## config.mk

```make
export PLATFORM = sky130hd
export DESIGN_NAME = rtc_top
export DESIGN_NICKNAME = d
export VERILOG_FILES = /design/src/hw/rtc_pkg.sv /design/src/hw/rtc_tick_gen.sv /design/src/hw/rtc_time_counter.sv /design/src/hw/rtc_set_port.sv /design/src/hw/rtc_alarm.sv /design/src/hw/rtc_display_scan.sv /design/src/hw/rtc_top.sv
export SDC_FILE = /design/constraint.sdc
export NUM_CORES = 1
export LEC_CHECK = 0
export ABC_AREA = 1
export BUFFER_PORTS_ARGS = -buffer_cell sky130_fd_sc_hd__clkbuf_2
export CAP_MARGIN = 20
export CORE_MARGIN = 1.5
export CORE_UTILIZATION = 59
export CTS_BUF_LIST = sky130_fd_sc_hd__clkbuf_8
export DETAILED_ROUTE_END_ITERATION = 12
export GPL_TIMING_DRIVEN = 0
export PLACE_DENSITY_LB_ADDON = 0.25
export REMOVE_ABC_BUFFERS = 1
export SYNTH_ARGS = -nofsm -noshare
export SYNTH_HDL_FRONTEND = slang
export SYNTH_SLANG_ARGS = --single-unit
```

## constraint.sdc

```tcl
create_clock -name clk -period 5.1 [get_ports clk]
set_input_delay 0.255 -clock clk [delete_from_list [all_inputs] [get_ports clk]]
set_output_delay 0.255 -clock clk [all_outputs]
set_load 0.01 [all_outputs]
```

## src/hw/rtc_pkg.sv

```systemverilog
`default_nettype none

package rtc_pkg;

    ////////////////////////////////////////////////////////////
    // Time representation
    ////////////////////////////////////////////////////////////

    // Number of BCD digits in hh:mm:ss
    localparam int NUM_DIGITS = 6;

    // One BCD digit
    typedef logic [3:0] bcd_t;

    // Six digits, hour tens in the top nibble, second units at the bottom
    typedef logic [23:0] time_bcd_t;

    ////////////////////////////////////////////////////////////
    // Display
    ////////////////////////////////////////////////////////////

    // Segments a..g, a in bit 6, active high
    typedef logic [6:0] seg_t;

    // One-hot digit enable, bit 5 is hour tens
    typedef logic [5:0] digit_sel_t;

    ////////////////////////////////////////////////////////////
    // Host port FSM
    ////////////////////////////////////////////////////////////

    typedef enum logic {
        SET_IDLE,
        SET_ACK
    } set_state_t;

endpackage : rtc_pkg

`default_nettype wire

```

## src/hw/rtc_tick_gen.sv

```systemverilog
`timescale 1ns/1ps
`default_nettype none

module rtc_tick_gen #(
    parameter int CLK_DIV = 20_000_000
) (
    input  logic clk,
    input  logic rst_n,
    output logic tick
);

    localparam int CNT_W = (CLK_DIV > 1) ? $clog2(CLK_DIV) : 1;
    localparam logic [CNT_W-1:0] CNT_LAST = CNT_W'(CLK_DIV - 1);

    logic [CNT_W-1:0] cnt;
    logic             cnt_wrap;

    assign cnt_wrap = (cnt == CNT_LAST);

    // Free-running cycle counter, one full lap per second
    always_ff @(posedge clk or negedge rst_n) begin
        if (!rst_n) begin
            cnt <= '0;
        end else if (cnt_wrap) begin
            cnt <= '0;
        end else begin
            cnt <= cnt + 1'b1;
        end
    end

    // Registered so the first pulse lands CLK_DIV cycles after reset
    always_ff @(posedge clk or negedge rst_n) begin
        if (!rst_n) begin
            tick <= 1'b0;
        end else begin
            tick <= cnt_wrap;
        end
    end

endmodule : rtc_tick_gen

`default_nettype wire

```

## src/hw/rtc_time_counter.sv

```systemverilog
`timescale 1ns/1ps
`default_nettype none

module rtc_time_counter import rtc_pkg::*; (
    input  logic      clk,
    input  logic      rst_n,
    input  logic      run,
    input  logic      tick,
    input  logic      time_load,
    input  time_bcd_t load_value,
    output time_bcd_t time_now
);

    bcd_t hr_t;
    bcd_t hr_u;
    bcd_t min_t;
    bcd_t min_u;
    bcd_t sec_t;
    bcd_t sec_u;

    logic step;
    logic carry_sec_t;
    logic carry_min_u;
    logic carry_min_t;
    logic carry_hr_u;
    logic day_wrap;

    ////////////////////////////////////////////////////////////
    // Carry chain
    ////////////////////////////////////////////////////////////

    assign step = tick & run;

    // Each carry needs every lower digit at its top value
    assign carry_sec_t = step & (sec_u == 4'd9);
    assign carry_min_u = carry_sec_t & (sec_t == 4'd5);
    assign carry_min_t = carry_min_u & (min_u == 4'd9);
    assign carry_hr_u  = carry_min_t & (min_t == 4'd5);

    // 23:59:59 rolls to 00:00:00
    assign day_wrap = carry_hr_u & (hr_t == 4'd2) & (hr_u == 4'd3);

    ////////////////////////////////////////////////////////////
    // Digit registers
    ////////////////////////////////////////////////////////////

    always_ff @(posedge clk or negedge rst_n) begin
        if (!rst_n) begin
            hr_t  <= '0;
            hr_u  <= '0;
            min_t <= '0;
            min_u <= '0;
            sec_t <= '0;
            sec_u <= '0;
        end else if (time_load) begin
            // Load beats a tick on the same edge
            hr_t  <= load_value[23:20];
            hr_u  <= load_value[19:16];
            min_t <= load_value[15:12];
            min_u <= load_value[11:8];
            sec_t <= load_value[7:4];
            sec_u <= load_value[3:0];
        end else if (step) begin
            sec_u <= (sec_u == 4'd9) ? 4'd0 : sec_u + 4'd1;

            if (carry_sec_t) begin
                sec_t <= (sec_t == 4'd5) ? 4'd0 : sec_t + 4'd1;
            end

            if (carry_min_u) begin
                min_u <= (min_u == 4'd9) ? 4'd0 : min_u + 4'd1;
            end

            if (carry_min_t) begin
                min_t <= (min_t == 4'd5) ? 4'd0 : min_t + 4'd1;
            end

            // Hours wrap at 23 instead of 99
            if (day_wrap) begin
                hr_u <= 4'd0;
                hr_t <= 4'd0;
            end else if (carry_hr_u) begin
                if (hr_u == 4'd9) begin
                    hr_u <= 4'd0;
                    hr_t <= hr_t + 4'd1;
                end else begin
                    hr_u <= hr_u + 4'd1;
                end
            end
        end
    end

    assign time_now = {hr_t, hr_u, min_t, min_u, sec_t, sec_u};

endmodule : rtc_time_counter

`default_nettype wire

```

## src/hw/rtc_set_port.sv

```systemverilog
`timescale 1ns/1ps
`default_nettype none

module rtc_set_port import rtc_pkg::*; (
    input  logic      clk,
    input  logic      rst_n,
    input  logic      set_req,
    input  logic      set_sel,
    input  time_bcd_t set_data,
    output logic      set_ack,
    output logic      set_err,
    output logic      time_load,
    output logic      alarm_load,
    output time_bcd_t load_value
);

    set_state_t state;
    logic       accept;
    logic       data_ok;

    // Legal 24-hour BCD time
    function automatic logic time_legal(input time_bcd_t v);
        logic digits_ok;
        logic hours_ok;
        logic tens_ok;
        digits_ok = (v[23:20] <= 4'd9) && (v[19:16] <= 4'd9) &&
                    (v[15:12] <= 4'd9) && (v[11:8] <= 4'd9) &&
                    (v[7:4] <= 4'd9) && (v[3:0] <= 4'd9);
        hours_ok  = (v[23:20] < 4'd2) || ((v[23:20] == 4'd2) && (v[19:16] <= 4'd3));
        tens_ok   = (v[15:12] <= 4'd5) && (v[7:4] <= 4'd5);
        return digits_ok && hours_ok && tens_ok;
    endfunction

    assign data_ok = time_legal(set_data);

    // New request seen in idle
    assign accept = (state == SET_IDLE) && set_req;

    // Load fires on the same edge that raises set_ack
    assign time_load  = accept && data_ok && !set_sel;
    assign alarm_load = accept && data_ok && set_sel;
    assign load_value = set_data;

    assign set_ack = (state == SET_ACK);

    ////////////////////////////////////////////////////////////
    // Handshake FSM
    ////////////////////////////////////////////////////////////

    always_ff @(posedge clk or negedge rst_n) begin
        if (!rst_n) begin
            state   <= SET_IDLE;
            set_err <= 1'b0;
        end else begin
            case (state)
                SET_IDLE: begin
                    if (set_req) begin
                        state   <= SET_ACK;
                        set_err <= !data_ok;
                    end
                end
                SET_ACK: begin
                    // Hold ack until the host drops its request
                    if (!set_req) begin
                        state   <= SET_IDLE;
                        set_err <= 1'b0;
                    end
                end
                default: begin
                    state   <= SET_IDLE;
                    set_err <= 1'b0;
                end
            endcase
        end
    end

endmodule : rtc_set_port

`default_nettype wire

```

## src/hw/rtc_alarm.sv

```systemverilog
`timescale 1ns/1ps
`default_nettype none

module rtc_alarm import rtc_pkg::*; (
    input  logic      clk,
    input  logic      rst_n,
    input  logic      alarm_load,
    input  time_bcd_t load_value,
    input  time_bcd_t time_now,
    input  logic      alarm_en,
    input  logic      alarm_clr,
    output logic      alarm_flag
);

    time_bcd_t alarm_val;
    logic      match;
    logic      match_q;

    assign match = (time_now == alarm_val);

    always_ff @(posedge clk or negedge rst_n) begin
        if (!rst_n) begin
            alarm_val <= '0;
        end else if (alarm_load) begin
            alarm_val <= load_value;
        end
    end

    // Time and alarm both come out of reset at 00:00:00, so that match is old
    always_ff @(posedge clk or negedge rst_n) begin
        if (!rst_n) begin
            match_q <= 1'b1;
        end else begin
            match_q <= match;
        end
    end

    ////////////////////////////////////////////////////////////
    // Sticky flag, set on a fresh match only
    ////////////////////////////////////////////////////////////

    always_ff @(posedge clk or negedge rst_n) begin
        if (!rst_n) begin
            alarm_flag <= 1'b0;
        end else if (alarm_clr) begin
            alarm_flag <= 1'b0;
        end else if (alarm_en && match && !match_q) begin
            alarm_flag <= 1'b1;
        end
    end

endmodule : rtc_alarm

`default_nettype wire

```

## src/hw/rtc_display_scan.sv

```systemverilog
`timescale 1ns/1ps
`default_nettype none

module rtc_display_scan import rtc_pkg::*; #(
    parameter int SCAN_DIV = 50_000
) (
    input  logic       clk,
    input  logic       rst_n,
    input  time_bcd_t  time_now,
    output digit_sel_t digit_sel,
    output seg_t       seg
);

    localparam int DWELL_W = (SCAN_DIV > 1) ? $clog2(SCAN_DIV) : 1;
    localparam logic [DWELL_W-1:0] DWELL_LAST = DWELL_W'(SCAN_DIV - 1);
    localparam int DIGIT_W = $bits(bcd_t);

    logic [DWELL_W-1:0] dwell;
    logic               dwell_wrap;
    bcd_t               digit;

    ////////////////////////////////////////////////////////////
    // Scan timing
    ////////////////////////////////////////////////////////////

    assign dwell_wrap = (dwell == DWELL_LAST);

    always_ff @(posedge clk or negedge rst_n) begin
        if (!rst_n) begin
            dwell <= '0;
        end else if (dwell_wrap) begin
            dwell <= '0;
        end else begin
            dwell <= dwell + 1'b1;
        end
    end

    // Walk from hour tens down to second units, then back to the top
    always_ff @(posedge clk or negedge rst_n) begin
        if (!rst_n) begin
            digit_sel <= digit_sel_t'(1) << (NUM_DIGITS - 1);
        end else if (dwell_wrap) begin
            digit_sel <= {digit_sel[0], digit_sel[NUM_DIGITS-1:1]};
        end
    end

    ////////////////////////////////////////////////////////////
    // Digit mux and decoder
    ////////////////////////////////////////////////////////////

    always_comb begin
        digit = '0;
        for (int i = 0; i < NUM_DIGITS; i++) begin
            if (digit_sel[i]) begin
                digit = time_now[i*DIGIT_W +: DIGIT_W];
            end
        end
    end

    // Patterns are abcdefg
    always_comb begin
        case (digit)
            4'd0:    seg = 7'b1111110;
            4'd1:    seg = 7'b0110000;
            4'd2:    seg = 7'b1101101;
            4'd3:    seg = 7'b1111001;
            4'd4:    seg = 7'b0110011;
            4'd5:    seg = 7'b1011011;
            4'd6:    seg = 7'b1011111;
            4'd7:    seg = 7'b1110000;
            4'd8:    seg = 7'b1111111;
            4'd9:    seg = 7'b1111011;
            default: seg = 7'b0000000;
        endcase
    end

endmodule : rtc_display_scan

`default_nettype wire

```

## src/hw/rtc_top.sv

```systemverilog
`timescale 1ns/1ps
`default_nettype none

module rtc_top import rtc_pkg::*; #(
    parameter int CLK_DIV  = 20_000_000,
    parameter int SCAN_DIV = 50_000
) (
    input  logic       clk,
    input  logic       rst_n,
    input  logic       run,
    input  logic       set_req,
    input  logic       set_sel,
    input  time_bcd_t  set_data,
    output logic       set_ack,
    output logic       set_err,
    input  logic       alarm_en,
    input  logic       alarm_clr,
    output time_bcd_t  time_now,
    output logic       alarm_flag,
    output digit_sel_t digit_sel,
    output seg_t       seg
);

    logic      tick;
    logic      time_load;
    logic      alarm_load;
    time_bcd_t load_value;

    ////////////////////////////////////////////////////////////
    // Timebase and counter
    ////////////////////////////////////////////////////////////

    rtc_tick_gen #(
        .CLK_DIV (CLK_DIV)
    ) u_tick_gen (
        .clk   (clk),
        .rst_n (rst_n),
        .tick  (tick)
    );

    rtc_time_counter u_time_counter (
        .clk        (clk),
        .rst_n      (rst_n),
        .run        (run),
        .tick       (tick),
        .time_load  (time_load),
        .load_value (load_value),
        .time_now   (time_now)
    );

    ////////////////////////////////////////////////////////////
    // Host port, alarm and display
    ////////////////////////////////////////////////////////////

    rtc_set_port u_set_port (
        .clk        (clk),
        .rst_n      (rst_n),
        .set_req    (set_req),
        .set_sel    (set_sel),
        .set_data   (set_data),
        .set_ack    (set_ack),
        .set_err    (set_err),
        .time_load  (time_load),
        .alarm_load (alarm_load),
        .load_value (load_value)
    );

    rtc_alarm u_alarm (
        .clk        (clk),
        .rst_n      (rst_n),
        .alarm_load (alarm_load),
        .load_value (load_value),
        .time_now   (time_now),
        .alarm_en   (alarm_en),
        .alarm_clr  (alarm_clr),
        .alarm_flag (alarm_flag)
    );

    rtc_display_scan #(
        .SCAN_DIV (SCAN_DIV)
    ) u_display_scan (
        .clk       (clk),
        .rst_n     (rst_n),
        .time_now  (time_now),
        .digit_sel (digit_sel),
        .seg       (seg)
    );

endmodule : rtc_top

`default_nettype wire

```

==> impl_metrics.json <==
{
  "synth_warnings": 0,
  "criticalPathCategory": "reg -> out",
  "yosysMostFrequentCell": "nand2_1",
  "antenna_cells": 0,
  "total_power_mw": 1.45,
  "cts_sinks": 100,
  "ys_top_cells_by_count": "188 x nand2_1, 118 x inv_1, 98 x dfrtp_1, 65 x nor2_1, 63 x o21ai_0",
  "die-height_um": 103,
  "synth_top_area_share_pct": 42.0,
  "clk_latency_ps": 400,
  "cts_made_buffers": 9,
  "num-nets-final": 883,
  "dp.final_hpwl_mm": 10.2,
  "clockBufferDepth": 2,
  "maxCapViolCount": 0,
  "finalCritPeriodShare_pct": 58.1,
  "crit_buf_inv": 3,
  "viasPerCell": 5.38,
  "cp_top_family": "compound AO/OA/AOI/OAI gates",
  "syn_avg_cell_area_sq_um": 7.59,
  "drive_gt1_share_pct": 14.1,
  "antenna_found_initial": 0,
  "setup_viol": 0,
  "cts_setup_buffers": 0,
  "grt_use_total_pct": 27.4,
  "hold_viol": 0,
  "antenna_left": 0,
  "finalWirelength_mm": 13.7,
  "crit_fanout": 7,
  "fin_tns_setup_ps": 0,
  "initial_core_util_pct": 60.3,
  "synth-edff-count": 0,
  "cp_slowest_cell": "dfrtp_1",
  "startpoint_type": "flip-flop",
  "ys.flop_type": "dfrtp_1",
  "final_max_slew_viol_count": 0,
  "min_period_ps": 2960,
  "crit_top_cell": "nand2_1",
  "relSlewSlack_pct": 49.3,
  "max_freq_mhz": 337,
  "worst_setup_path_end_kind": "primary output",
  "globalplace.congestion": 0.909,
  "core_sq_um": 9680,
  "dieArea_sq_um": 10500,
  "fp.dieW_um": 103,
  "ys_types": 34,
  "tightest_slew_ps": 758,
  "wl_per_cell_um": 14.0,
  "p_leak_nw": 3.41,
  "crit_chain": "inv_1 > nand3_1 > nand2_1 > o211ai_1 > o211ai_1 > a22oi_1 > inv_1 > ha_1 > nand3b_1 > nand2_1 > nand2_1 > nand2_1 > clkbuf_2",
  "portBuffers": 70,
  "fin_skew_ps": 12.8,
  "synth_top_cell_by_area": "dfrtp_1",
  "irDropWorstVdd_mv": 0.171,
  "cp.arrival_ps": 2710,
  "synthCells": 770,
  "status": "complete, no violations",
  "netlist_area_sq_um": 5840,
  "synthTopCellsByArea": "dfrtp_1 42%, nand2_1 12%, inv_1 7.6%, o21ai_0 5.4%, nand3_1 4.5%",
  "required_ps": 4850,
  "slowest_delay_ps": 490,
  "clk_pin_slew_worst_paths_ps": 100,
  "ys_async_sr_fraction_pct": 100,
  "final_util_pct": 68.1,
  "area_growth_pct": 12.9,
  "rows": 36,
  "grt_max_degree": 62,
  "grt_pass1_wl_mm": 22.2,
  "ys_seq_area_share_pct": 42.9,
  "dr.pass1.iters": 6,
  "io_pins": 71,
  "rsz0062_at_grt": "no",
  "hp-class": "in -> reg",
  "drtIter0Drc": 356,
  "grt_overflow": 0,
  "grt_pass1_vias": 4723,
  "htreeDepth": 3,
  "cts_root_buf": "clkbuf_8",
  "pwr_density_cell_nw_per_um2": 220,
  "vias": 5269,
  "yosys_register_bits": 100,
  "drc": 0,
  "cts_tree": "done"
}
## cells by family (layout without fill, tap and decap cells)
group	Yosys count	in the layout	synth area share, %
xor gates and xnor gates	43	43	6.44
AOI/OAI and AO/OA	102	102	9.46
and+or+nand+nor	376	376	29.9
DFF	100	100	42.9
buffers and inverters	138	214	8.95
adders and majority gates	11	11	2.35
## registers in the layout (all words and copies together), names as in the netlist
| name | flops |
|---|---|
| u_time_counter.hr_u | 4 |
| u_display_scan.digit_sel | 6 |
| u_time_counter.min_u | 4 |
| u_alarm.alarm_val | 24 |
| u_time_counter.min_t | 4 |
| u_time_counter.sec_u | 4 |
| u_display_scan.dwell | 16 |
| u_time_counter.hr_t | 4 |
| u_alarm.match_q | 1 |
| u_tick_gen.tick | 1 |
| u_set_port.set_err | 1 |
| u_time_counter.sec_t | 4 |
| u_set_port.set_ack | 1 |
| u_tick_gen.cnt | 25 |
| u_alarm.alarm_flag | 1 |
## worst reg2reg max path, cell delays in order (launching register included)
cell and delay (ps):
dfrtp_1 380, ha_1 220, nand3_1 140, nor2_1 250, nand2_1 160, inv_1 130, nand3b_1 290, inv_1 210
nor2_1 60
## where the power goes
| group | leakage, nW | switching, mW | internal (mW) |
|---|---|---|---|
| Combinational | 2.02 | 0.0565 | 0.0362 |
| Sequential | 1.28 | 0.0159 | 0.803 |
| Clock | 0.0966 | 0.293 | 0.244 |
| Total | 3.41 | 0.366 | 1.08 |
## layer usage
metal  global-route usage [%]  wire (um)  up-vias
li1                         -          -     2605
met1                     39.8       6370     2464
met2                     40.8       6140      174
met3                     6.24        935       26
met4                     9.38        261        0
met5                        0          0        -
## final timing paths
check / from / to / slack (ps) / depth (start not counted)
min reg2reg: u_tick_gen.cnt[0]$_DFF_PN0_ / u_tick_gen.cnt[0]$_DFF_PN0_ / 470 / 1
min in group asynchronous: rst_n / u_tick_gen.cnt[16]$_DFF_PN0_ / 440 / 2
max: u_display_scan.digit_sel[1]$_DFFE_PN0N_ / seg[3] / 2140 / 13
max reg2reg: u_tick_gen.cnt[0]$_DFF_PN0_ / u_tick_gen.cnt[13]$_DFF_PN0_ / 3150 / 8
max in group asynchronous: rst_n / u_alarm.match_q$_DFF_PN1_ / 3940 / 3
min: set_data[12] / u_time_counter.min_t[0]$_DFFE_PN0P_ / 90 / 3
## cell type report
| class | count | area [sq um] |
|---|---|---|
| Timing Repair Buffer | 75 | 438 |
| Tap cell | 133 | 166 |
| Clock buffer | 10 | 138 |
| Inverter | 123 | 463 |
| Sequential cell | 100 | 2500 |
| Multi-Input combinational cell | 532 | 2820 |
| Fill cell | 820 | 3090 |
| Clock inverter | 6 | 72.6 |
## timing repair
item / 4_1_cts / 5_1_grt
gates resized for setup: 0 / 0
hold buffers: 3 / 0
endpoints found under the hold margin: 41 / 0
## metrics by stage
| step | hold WS, ps | cells | cell area, sq um | setup slack, ps |
|---|---|---|---|---|
| 2_1_floorplan | -40.6 | 755 | 5780 | 2920 |
| 3_3_place_gp | 388 | 958 | 6300 | 2430 |
| 3_5_place_dp | 318 | 960 | 6360 | 2580 |
| 4_1_cts | 82.3 | 979 | 6600 | 2140 |
| 5_1_grt | 105 | 979 | 6600 | 1890 |
| 6_report | 93.9 | 979 | 6600 | 2140 |
## cell usage in the layout (no fill, tap or decap), types with 2 or more instances in the layout
cell type and instances:
nand2_1 188, inv_1 118, dfrtp_1 98, clkbuf_2 69, nor2_1 65, o21ai_0 63
nand3_1 52, xnor2_1 23, nand4_1 22, xor2_1 20, a21oi_1 19, o211ai_1 14
nor3_1 12, ha_1 11, clkbuf_8 10, nor4_1 6, or2_2 6, nand3b_1 5
inv_2 4, nand3_2 4, nor2_4 3, nand2_4 3, clkinvlp_4 3, dlygate4sd3_1 3
nor2_2 2, nand3_4 2, nor2_8 2, nor3_2 2, o21ai_1 2, a31oi_1 2
buf_16 2, dfstp_2 2
Power figures use the tool's default switching activity.
